===== src/include/ion_record_table.svh =====
// the 60 recorded ion sensor samples, included inside the record ROM module body.
`ifndef ion_record_table_svh
`define ion_record_table_svh

// flag, ion level, aux level, timestamp, check word.
localparam ion_record_t record_table [num_records] = '{
	'{1'b0, 8'd177, 8'd100, 16'd881, 16'd56110},
	'{1'b1, 8'd176, 8'd100, 16'd925, 16'd3791},
	'{1'b0, 8'd177, 8'd100, 16'd962, 16'd63275},
	'{1'b1, 8'd177, 8'd100, 16'd1011, 16'd24574},
	'{1'b1, 8'd185, 8'd100, 16'd1045, 16'd40019},
	'{1'b1, 8'd186, 8'd100, 16'd1094, 16'd50527},
	'{1'b0, 8'd177, 8'd100, 16'd1136, 16'd60177},
	'{1'b0, 8'd178, 8'd100, 16'd1178, 16'd47222},
	'{1'b0, 8'd177, 8'd100, 16'd1220, 16'd42756},
	'{1'b0, 8'd177, 8'd100, 16'd1262, 16'd61961},
	'{1'b0, 8'd183, 8'd100, 16'd1304, 16'd7993},
	'{1'b0, 8'd178, 8'd100, 16'd1346, 16'd17675},
	'{1'b0, 8'd178, 8'd100, 16'd1380, 16'd57473},
	'{1'b0, 8'd177, 8'd100, 16'd1430, 16'd53224},
	'{1'b0, 8'd178, 8'd100, 16'd1472, 16'd61195},
	'{1'b1, 8'd185, 8'd100, 16'd1514, 16'd46996},
	'{1'b1, 8'd177, 8'd100, 16'd1556, 16'd145},
	'{1'b1, 8'd178, 8'd100, 16'd1598, 16'd21191},
	'{1'b0, 8'd177, 8'd100, 16'd1635, 16'd610},
	'{1'b1, 8'd177, 8'd100, 16'd1679, 16'd4089},
	// records 20 to 39.
	'{1'b0, 8'd178, 8'd100, 16'd1729, 16'd20685},
	'{1'b1, 8'd177, 8'd100, 16'd1766, 16'd10459},
	'{1'b1, 8'd178, 8'd100, 16'd1815, 16'd57766},
	'{1'b0, 8'd177, 8'd100, 16'd1857, 16'd48236},
	'{1'b1, 8'd177, 8'd100, 16'd1903, 16'd36453},
	'{1'b0, 8'd183, 8'd100, 16'd1945, 16'd22977},
	'{1'b0, 8'd177, 8'd100, 16'd1987, 16'd13045},
	'{1'b0, 8'd177, 8'd100, 16'd2033, 16'd40993},
	'{1'b1, 8'd177, 8'd100, 16'd2075, 16'd45310},
	'{1'b1, 8'd177, 8'd100, 16'd2108, 16'd62988},
	'{1'b1, 8'd177, 8'd101, 16'd2162, 16'd50032},
	'{1'b1, 8'd178, 8'd100, 16'd2199, 16'd22312},
	'{1'b0, 8'd177, 8'd100, 16'd2248, 16'd48507},
	'{1'b0, 8'd178, 8'd101, 16'd2286, 16'd3615},
	'{1'b1, 8'd177, 8'd100, 16'd2335, 16'd31043},
	'{1'b0, 8'd177, 8'd100, 16'd2381, 16'd65151},
	'{1'b0, 8'd177, 8'd100, 16'd2423, 16'd45123},
	'{1'b0, 8'd177, 8'd100, 16'd2465, 16'd47297},
	'{1'b0, 8'd177, 8'd100, 16'd2498, 16'd1374},
	'{1'b0, 8'd180, 8'd100, 16'd2548, 16'd8510},
	// records 40 to 59.
	'{1'b1, 8'd178, 8'd100, 16'd2581, 16'd3766},
	'{1'b0, 8'd178, 8'd100, 16'd2631, 16'd15678},
	'{1'b0, 8'd178, 8'd100, 16'd2670, 16'd46144},
	'{1'b1, 8'd176, 8'd100, 16'd2712, 16'd43275},
	'{1'b1, 8'd185, 8'd100, 16'd2758, 16'd6402},
	'{1'b0, 8'd178, 8'd100, 16'd2800, 16'd28324},
	'{1'b0, 8'd177, 8'd100, 16'd2842, 16'd41123},
	'{1'b0, 8'd178, 8'd100, 16'd2888, 16'd25754},
	'{1'b1, 8'd177, 8'd100, 16'd2926, 16'd43754},
	'{1'b0, 8'd177, 8'd100, 16'd2973, 16'd37758},
	'{1'b0, 8'd177, 8'd100, 16'd3015, 16'd62364},
	'{1'b1, 8'd177, 8'd100, 16'd3057, 16'd48200},
	'{1'b1, 8'd178, 8'd100, 16'd3100, 16'd56276},
	'{1'b0, 8'd178, 8'd100, 16'd3146, 16'd59933},
	'{1'b0, 8'd177, 8'd101, 16'd3184, 16'd30250},
	'{1'b1, 8'd178, 8'd100, 16'd3233, 16'd49966},
	'{1'b1, 8'd177, 8'd100, 16'd3267, 16'd662},
	'{1'b1, 8'd178, 8'd100, 16'd3308, 16'd47031},
	'{1'b1, 8'd178, 8'd100, 16'd3349, 16'd2734},
	'{1'b0, 8'd177, 8'd101, 16'd3390, 16'd36121}
};

`endif


===== src/rtl/ion_pkg.sv =====
// shared widths, packet constants, record and packet types and APB map; imported by all units.
`default_nettype none

package ion_pkg;

	// ~~~~~~~~~~~~~~~~~~~~~~~~~~~~~~~~~~~~~~~~~~~~~~~~~~~~~~~~~~~~~~~~~~~~~~~~~~
	// table size and counter widths.
	// ~~~~~~~~~~~~~~~~~~~~~~~~~~~~~~~~~~~~~~~~~~~~~~~~~~~~~~~~~~~~~~~~~~~~~~~~~~
	localparam int num_records = 60;

	typedef logic [5:0] index_t;
	typedef logic [15:0] period_t;
	typedef logic [15:0] count_t;

	// constant fields of every sensor packet.
	localparam logic [6:0] header_code = 7'd77;
	localparam logic [7:0] sync_byte = 8'd255;
	localparam logic [7:0] marker_hi = 8'd239;
	localparam logic [7:0] marker_lo = 8'd17;
	localparam logic [5:0] channel_id = 6'd1;
	localparam logic [23:0] device_id = 24'd4272433;

	// varying part of one recorded sample.
	typedef struct packed {
		logic flag;
		logic [7:0] ion_level;
		logic [7:0] aux_level;
		logic [15:0] timestamp;
		logic [15:0] check_word;
	} ion_record_t;

	// full packet, header_code sits in the low bits.
	typedef struct packed {
		logic [23:0] device_id;
		logic [5:0] channel;
		logic [15:0] check_word;
		logic [7:0] marker_lo;
		logic [7:0] marker_hi;
		logic [15:0] timestamp;
		logic [7:0] aux_level;
		logic [7:0] ion_level;
		logic [7:0] sync;
		logic flag;
		logic [6:0] header_code;
	} ion_packet_t;

	// ~~~~~~~~~~~~~~~~~~~~~~~~~~~~~~~~~~~~~~~~~~~~~~~~~~~~~~~~~~~~~~~~~~~~~~~~~~
	// APB register map, byte addresses.
	// ~~~~~~~~~~~~~~~~~~~~~~~~~~~~~~~~~~~~~~~~~~~~~~~~~~~~~~~~~~~~~~~~~~~~~~~~~~
	typedef logic [3:0] apb_addr_t;

	localparam apb_addr_t reg_ctrl = 4'h0;
	localparam apb_addr_t reg_period = 4'h4;
	localparam apb_addr_t reg_count = 4'h8;

endpackage

`default_nettype wire


===== src/rtl/sample_if.sv =====
// carries one looked-up sample record from the record ROM stage to the packet framer stage.
`timescale 1ns/10ps
`default_nettype none

interface sample_if import ion_pkg::*; ();

	// valid pulses once per record, fields hold until the next one.
	logic valid;
	index_t index;
	logic flag;
	logic [7:0] ion_level;
	logic [7:0] aux_level;
	logic [15:0] timestamp;
	logic [15:0] check_word;

	modport source (
		output valid, index, flag, ion_level, aux_level, timestamp, check_word
	);

	modport sink (
		input valid, index, flag, ion_level, aux_level, timestamp, check_word
	);

endinterface

`default_nettype wire


===== src/rtl/ion_apb_regs.sv =====
// APB slave with enable, pacing period and packets-sent count; sits beside the playback stages.
`timescale 1ns/10ps
`default_nettype none

module ion_apb_regs import ion_pkg::*; #(
	parameter period_t default_period = 16'haaaa
) (
	input wire clock,
	input wire resetn,
	input wire psel,
	input wire penable,
	input wire pwrite,
	input wire apb_addr_t paddr,
	input wire [31:0] pwdata,
	input wire packet_valid,
	output logic [31:0] prdata,
	output logic pready,
	output logic pslverr,
	output logic enable,
	output period_t period
);

	logic access;
	logic addr_hit;
	logic wr_en;
	count_t count;

	// ~~~~~~~~~~~~~~~~~~~~~~~~~~~~~~~~~~~~~~~~~~~~~~~~~~~~~~~~~~~~~~~~~~~~~~~~~~
	// access decode.
	// ~~~~~~~~~~~~~~~~~~~~~~~~~~~~~~~~~~~~~~~~~~~~~~~~~~~~~~~~~~~~~~~~~~~~~~~~~~
	assign access = psel & penable;
	assign addr_hit = (paddr == reg_ctrl) || (paddr == reg_period) || (paddr == reg_count);
	assign wr_en = access & pwrite;

	// no wait states.
	assign pready = 1'b1;
	assign pslverr = access & ~addr_hit;

	always_comb
	begin
		case (paddr)
			reg_ctrl: prdata = {31'd0, enable};
			reg_period: prdata = {16'd0, period};
			reg_count: prdata = {16'd0, count};
			default: prdata = 32'd0;
		endcase
	end

	// ~~~~~~~~~~~~~~~~~~~~~~~~~~~~~~~~~~~~~~~~~~~~~~~~~~~~~~~~~~~~~~~~~~~~~~~~~~
	// registers.
	// ~~~~~~~~~~~~~~~~~~~~~~~~~~~~~~~~~~~~~~~~~~~~~~~~~~~~~~~~~~~~~~~~~~~~~~~~~~
	always_ff @(posedge clock or negedge resetn)
	begin
		if (!resetn)
		begin
			enable <= 1'b0;
			period <= default_period;
		end
		else if (wr_en)
		begin
			// count writes fall through here.
			if (paddr == reg_ctrl)
				enable <= pwdata[0];
			else if (paddr == reg_period)
				period <= pwdata[15:0];
		end
	end

	// wraps at 16 bits.
	always_ff @(posedge clock or negedge resetn)
	begin
		if (!resetn)
			count <= '0;
		else if (packet_valid)
			count <= count + 16'd1;
	end

endmodule

`default_nettype wire


===== src/rtl/ion_sensor_top.sv =====
// top level of the ion sensor playback source; APB configuration plus the three-stage pipeline.
`timescale 1ns/10ps
`default_nettype none

module ion_sensor_top import ion_pkg::*; #(
	parameter period_t default_period = 16'haaaa
) (
	input wire clock,
	input wire resetn,
	input wire psel,
	input wire penable,
	input wire pwrite,
	input wire apb_addr_t paddr,
	input wire [31:0] pwdata,
	output wire [31:0] prdata,
	output wire pready,
	output wire pslverr,
	output wire packet_valid,
	output wire ion_packet_t packet_data
);

	logic enable;
	period_t period;
	logic tick;
	index_t index;

	sample_if rec ();

	ion_apb_regs #(
		.default_period(default_period)
	) u_regs (
		.clock(clock),
		.resetn(resetn),
		.psel(psel),
		.penable(penable),
		.pwrite(pwrite),
		.paddr(paddr),
		.pwdata(pwdata),
		.packet_valid(packet_valid),
		.prdata(prdata),
		.pready(pready),
		.pslverr(pslverr),
		.enable(enable),
		.period(period)
	);

	// tick, then record one cycle later, then packet.
	record_sequencer u_sequencer (
		.clock(clock),
		.resetn(resetn),
		.enable(enable),
		.period(period),
		.tick(tick),
		.index(index)
	);

	record_rom u_rom (
		.clock(clock),
		.resetn(resetn),
		.tick(tick),
		.index(index),
		.rec(rec.source)
	);

	packet_framer u_framer (
		.clock(clock),
		.resetn(resetn),
		.rec(rec.sink),
		.packet_valid(packet_valid),
		.packet_data(packet_data)
	);

endmodule

`default_nettype wire


===== src/rtl/packet_framer.sv =====
// third playback stage; frames a sample record into the 110-bit packet with a one-cycle strobe.
`timescale 1ns/10ps
`default_nettype none

module packet_framer import ion_pkg::*; (
	input wire clock,
	input wire resetn,
	sample_if.sink rec,
	output logic packet_valid,
	output ion_packet_t packet_data
);

	ion_packet_t framed;

	// record fields between the fixed ones.
	always_comb
	begin
		framed.header_code = header_code;
		framed.flag = rec.flag;
		framed.sync = sync_byte;
		framed.ion_level = rec.ion_level;
		framed.aux_level = rec.aux_level;
		framed.timestamp = rec.timestamp;
		framed.marker_hi = marker_hi;
		framed.marker_lo = marker_lo;
		framed.check_word = rec.check_word;
		framed.channel = channel_id;
		framed.device_id = device_id;
	end

	always_ff @(posedge clock or negedge resetn)
	begin
		if (!resetn)
		begin
			packet_valid <= 1'b0;
			packet_data <= '0;
		end
		else
		begin
			packet_valid <= rec.valid;
			// data holds between strobes.
			if (rec.valid)
				packet_data <= framed;
		end
	end

endmodule

`default_nettype wire


===== src/rtl/record_rom.sv =====
// second playback stage; registered lookup of the sample table, driven out on sample_if.
`timescale 1ns/10ps
`default_nettype none

module record_rom import ion_pkg::*; (
	input wire clock,
	input wire resetn,
	input wire tick,
	input wire index_t index,
	sample_if.source rec
);

`include "ion_record_table.svh"

	ion_record_t entry;

	assign entry = record_table[index];

	always_ff @(posedge clock or negedge resetn)
	begin
		if (!resetn)
			rec.valid <= 1'b0;
		else
			rec.valid <= tick;
	end

	// payload, loaded only on tick.
	always_ff @(posedge clock)
	begin
		if (tick)
		begin
			rec.index <= index;
			rec.flag <= entry.flag;
			rec.ion_level <= entry.ion_level;
			rec.aux_level <= entry.aux_level;
			rec.timestamp <= entry.timestamp;
			rec.check_word <= entry.check_word;
		end
	end

endmodule

`default_nettype wire


===== src/rtl/record_sequencer.sv =====
// first playback stage; pacing timer that ticks once per period and steps the record index.
`timescale 1ns/10ps
`default_nettype none

module record_sequencer import ion_pkg::*; (
	input wire clock,
	input wire resetn,
	input wire enable,
	input wire period_t period,
	output logic tick,
	output index_t index
);

	localparam index_t last_index = index_t'(num_records - 1);

	period_t timer;

	// >= so a shortened period cannot strand the timer above its limit.
	assign tick = enable && (timer >= period - 16'd1);

	always_ff @(posedge clock or negedge resetn)
	begin
		if (!resetn)
		begin
			timer <= '0;
			index <= '0;
		end
		else if (!enable)
		begin
			timer <= '0;
			index <= '0;
		end
		else if (tick)
		begin
			timer <= '0;
			index <= (index == last_index) ? '0 : index + 6'd1;
		end
		else
			timer <= timer + 16'd1;
	end

endmodule

`default_nettype wire


===== config.mk =====
export PLATFORM = sky130hd
export DESIGN_NAME = ion_sensor_top
export DESIGN_NICKNAME = d
export VERILOG_FILES = /design/src/rtl/ion_pkg.sv /design/src/rtl/sample_if.sv /design/src/rtl/ion_apb_regs.sv /design/src/rtl/ion_sensor_top.sv /design/src/rtl/packet_framer.sv /design/src/rtl/record_rom.sv /design/src/rtl/record_sequencer.sv
export VERILOG_INCLUDE_DIRS = /design/src /design/src/include
export SDC_FILE = /design/constraint.sdc
export NUM_CORES = 1
export LEC_CHECK = 0
export BUFFER_PORTS_ARGS = -buffer_cell sky130_fd_sc_hd__buf_2
export CAP_MARGIN = 20
export CORE_UTILIZATION = 43
export CTS_CLUSTER_SIZE = 10
export DETAILED_ROUTE_END_ITERATION = 8
export GPL_ROUTABILITY_DRIVEN = 0
export PLACE_DENSITY = 0.74
export SLEW_MARGIN = 15
export SYNTH_ARGS = -nofsm -noshare
export SYNTH_HDL_FRONTEND = slang
export SYNTH_SLANG_ARGS = --single-unit

===== constraint.sdc =====
create_clock -name clock -period 10.19 [get_ports clock]
set_input_delay 1.019 -clock clock [delete_from_list [all_inputs] [get_ports clock]]
set_output_delay 1.019 -clock clock [all_outputs]
set_load 0.05 [all_outputs]

# Word-level counts from Yosys, hierarchy flattened
# Memory sizes are Yosys's and may differ from the RTL's. A register that Yosys moved wholly into a read port is not among the register bits.
# Index checks and enable logic that the tools add are counted.
# totals
ff_bits,111
rom_bits,3136
inputBits,41
word_cells,45
memories,1
# mem_list
name,depth,word_bits,rd,rd_ports_with_merged_regs,write_ports,line_no,rtl
(name not given),64,49,1,1,0,record_rom.sv:17,assign entry = record_table[index];
# op_classes
add_sub_neg,4
n_lt_le_gt_ge,1
eq_ne,4
mux,6
n_bitwise,6
n_reduce_logical,6
# ops
op,n
$pmux 16 s3,1
$add 16x1->16 const B,2
$mux 16,2
$mux 6,3
$ge 16x16->1,1
$sub 16x1->16 const B,1
$not 6->7,1
$add 6x1->6 const B,1
$eq 6x6->1 const B,1
$eq 4x3->1 const B,1
$eq 4x4->1 const B,1
$logic_not 4->1,1
$and 1x1->1,3
$reduce_and 3->1,1
$logic_or 1x1->1,2
$ne 2x1->1 const B,1
$not 1->1,2
$reduce_and 2->1,1
$logic_and 1x1->1,1

# Longest topological paths before layout
# logic_depth
depth_word,5
depth_mapped,13
depth_no_buf,12

# Cells and area by module
# From an unflattened synthesis, not the netlist that was laid out.
# unflattened
hier_cells,1014
area_unflattened_um2,10168.5
# by_module_without_submodules
mod,instances,cells_per_inst,area_each_um2
record_rom,1,519,4226.6
packet_framer,1,168,2583.7
ion_apb_regs,1,145,1705.4
record_sequencer,1,182,1652.8

# Worst setup path before layout
# Ideal clock, no wire load.
# synth_path
path_type,flip-flop to flip-flop
start,register u_regs.period[8]
end,register u_rom.rec.aux_level[0] (enable)
setup_ns,0.395
arrival_time_ns,3.585
t_required_ns,9.795
setup_slack_ns,6.210
stages_incl_launch_ff,11
cell_sequence,dfrtp_1 or4_4 or4_4 nor3_1 xnor2_1 ha_1 nand4_1 nor2_1 o2111ai_1 nand3_1 and2_1
# synth_via
elab_chain_len,3
# synth_rtl
item,line_no,rtl
"start, declared",ion_apb_regs.sv:20,output period_t period
"start signal, assigned",ion_apb_regs.sv:57,period <= default_period;
"start signal, assigned",ion_apb_regs.sv:65,period <= pwdata[15:0];
$sub 16x1->16,record_sequencer.sv:19,assign tick = enable && (timer >= period - 16'd1);
$ge 16x16->1,record_sequencer.sv:19,
$logic_and 1x1->1,record_sequencer.sv:19,
via tick,ion_sensor_top.sv:24,logic tick;
"end, declared",sample_if.sv:17,"output valid, index, flag, ion_level, aux_level, timestamp, check_word"
# The timed path passes the listed nets, and every way through them passes these cells.
# A chain may end at the register's enable or synchronous reset.

# Final worst setup path
# layout_path
start,register u_regs.period[8]
end,register u_rom.rec.timestamp[1] (enable)
# layout_via
elab_chain_len,3
# layout_rtl
item,line_no
$sub 16x1->16,record_sequencer.sv:19
$ge 16x16->1,record_sequencer.sv:19
$logic_and 1x1->1,record_sequencer.sv:19
via tick,ion_sensor_top.sv:24
"end, declared",sample_if.sv:17
# The timed path passes the listed nets, and every way through them passes these cells.

==> impl_metrics.ini <==
[status]
outcome = complete, no violations

[cts]
cts.path.max_buffers = 2
cts_root_buf = clkbuf_16
post-cts-setup-buffers = 0
cts.sinks = 126
cts_tree = built
clkTransAtPathRegs_ns = 0.06
cts_buffers = 17
clock_latency_ns = 0.41
holdBufCountCts = 0
cts_resized = 0
htree_levels = 4

[setup_path]
worstRegToRegCells = 11
worstSetupPathType = flop to flop
endpoint_kind = flop
cp_data_required_time_ns = 10.31
worst-r2r-setup-slack_ns = 6.19
worst_ep_arrival_time_ns = 4.12
reg2reg_from = u_regs.period[8]
r2r_end = u_rom.rec.timestamp[1]
cp_max_fo = 35
crit_path_start_kind = flop
worstSetupStartpoint = u_regs.period[8]
crit_end = u_rom.rec.timestamp[1]

[min_path]
hold_path.class = flop to flop

[placed_design]
hpwl_um = 15960
port_buffers = 112
dpl_worst_slack_ns = 6.200
placed_cell_area_um2 = 9333

[synth]
synthCells = 990
ys_ff_latch = 126
synth_common_cells = buf_4 (93), dfrtp_1 (84), nand2_1 (73), nor2_1 (70), o21ai_0 (57)
synth_area_leaders = dfrtp_1 (23%), edfxtp_1 (11%), buf_4 (7.6%), mux2_2 (6.4%), ha_1 (5.6%)
yosys.area.top_type = dfrtp_1
ys.flop_type = dfrtp_1
synthesis.area_um2 = 9140
ys_types = 66
ys_warn_count = 0
synth-edff-count = 34
avgSynthCellArea_um2 = 9.232
synth_most_common_cell = buf_4
synth_top_area_frac = 0.2300
yosysSeqAreaShare = 0.3647
postSynth.asyncResetShare = 0.7302

[power_and_ir_drop]
p_leak_uw = 0.004327
p_total_uw = 1710
ir_drop_mv = 0.1486
power_density_nw_per_um2 = 172.4

[sta]
skew_ns = 0.01113
finalSetupTns_ns = 0
holdWs_ns = 0.4702
fin_ws_ns = 6.189
maxSlewViolCount = 0
setup_viol = 0
max_freq_mhz = 249.9
worst_slew_pin_slew_ns = 1.010
finalWorstPathRequiredPeriod_ns = 4.001
rsz0062_at_grt = false
fin_crit_sh = 0.3927
finalHoldViolCount = 0
slew_headroom = 0.3268

[layout]
drive_gt1_frac = 0.2260
diodes = 0
fin_nets = 1100
fin_area_um2 = 9921
nFillCells = 1878
seq_area_um2 = 3341
area_delta_synth_final_pct = 8.542
multiInputGateArea_um2 = 4950

[global_routing]
antenna_found_initial = 0
grt_pass1_wl_um = 37140
grt_overflow = 0
grt_pass1_vias = 6991
grt.total_usage = 0.2162
grt_start_max_net_pins = 108

[floorplanning]
die-area_um2 = 21840
fp.dieW_um = 147.8
core_area_um2 = 20560
io_pins = 186
row_count = 52
fp.dieH_um = 147.8
start_util = 0.4446

[route]
dr_total_vias = 7569
drtIter0Drc = 918
avgRoutedWirePerCell_um = 18.12
antenna_left = 0
dr.pass1.iters = 6
vias_per_cell = 5.818
remaining_drc_errors = 0
routed_wirelength_um = 23570

[run]
maxCapViolCount = 0
==> layout make-up <==
class | count | share of cell area
inverters | 22 | 0.008324
well taps | 270 | 0.03405
repair buffers | 121 | 0.06356
flip-flops and latches | 126 | 0.3367
multi-input cells | 730 | 0.4989
clock inverters | 5 | 0.005423
clock buffers | 27 | 0.05297
==> metrics by stage <==
stage                 util  instances
global route        0.4825       1301
finish              0.4825       1301
detailed placement  0.4539       1269
floorplan                -       1045
CTS                 0.4821       1301
global placement    0.4539       1269
==> cell families (layout without fill, tap and decap cells) <==
logic type / count (synthesis) / count (layout) / synth area share
DFF: 126 / 126 / 0.3647
buffers and inverters: 189 / 175 / 0.1180
other: 2 / 57 / 0.0008217
and+or+nand+nor: 286 / 286 / 0.1530
muxes: 75 / 75 / 0.1002
adders and majority gates: 41 / 41 / 0.05613
AOI/OAI and AO/OA: 227 / 227 / 0.1650
xor gates and xnor gates: 44 / 44 / 0.04216
==> worst min path at each step <==
stage / from / end / depth (start not counted)
CTS: u_regs.count[15] / u_regs.count[15] / 1
detailed placement: u_rom.rec.check_word[2] / u_framer.packet_data[66] / 1
finish: u_regs.count[15] / u_regs.count[15] / 1
floorplan: u_rom.rec.valid / u_framer.packet_valid / 0
global placement: u_rom.rec.check_word[3] / u_framer.packet_data[67] / 1
global route: u_rom.rec.timestamp[1] / u_framer.packet_data[33] / 1
==> layer usage <==
layer	track usage	vias to the layer above	wire length [µm]
met5	0	-	0
met4	0.1026	0	935
met3	0.05494	91	2032
met2	0.3458	428	11270
met1	0.2734	3573	9340
li1	-	3477	-
==> flip-flops by register name, summed over array words and instances, names as in the netlist <==
register               cells
u_framer.packet_data      35
u_regs.count              16
u_regs.period             16
u_rom.rec.check_word      16
u_sequencer.timer         16
u_rom.rec.timestamp       12
u_sequencer.index          6
u_rom.rec.ion_level        4
u_framer.packet_valid      1
u_regs.enable              1
u_rom.rec.aux_level        1
u_rom.rec.flag             1
u_rom.rec.valid            1
==> cells in the final DEF, fill, tap and decap left out, drive strengths merged, types with 12 or more instances in the layout <==
cell      n
nand2    73
a22o     15
o311ai   12
edfxtp   34
nor2     70
a211oi   20
mux2i    15
a21oi    51
ha       41
conb     57
and2     12
nand4    16
clkbuf   27
mux2     52
nor3     28
nand2b   19
xor2     19
o21ai    57
xnor2    25
buf     121
nor2b    19
inv      21
dfrtp    84
nand3    23
==> where the power goes <==
part / switching [µW] / leakage, µW / internal, µW / total, µW
Sequential: 45.3 / 0.00154 / 564 / 609
Combinational: 400 / 0.00250 / 112 / 512
Clock: 212 / 0.000286 / 377 / 589
==> worst max-delay path, cell delays in order (launching register included) <==
cell      delay (ns)
dfrtp_1         0.45
or4_4           0.58
or4_4           0.52
nor3_1          0.20
xnor2_1         0.16
ha_1            0.26
a211oi_1        0.26
o22ai_1         0.12
a31oi_1         0.21
nand3_1         0.36
and2_1          0.30
buf_4           0.27
(Power assumes the default switching activity.)
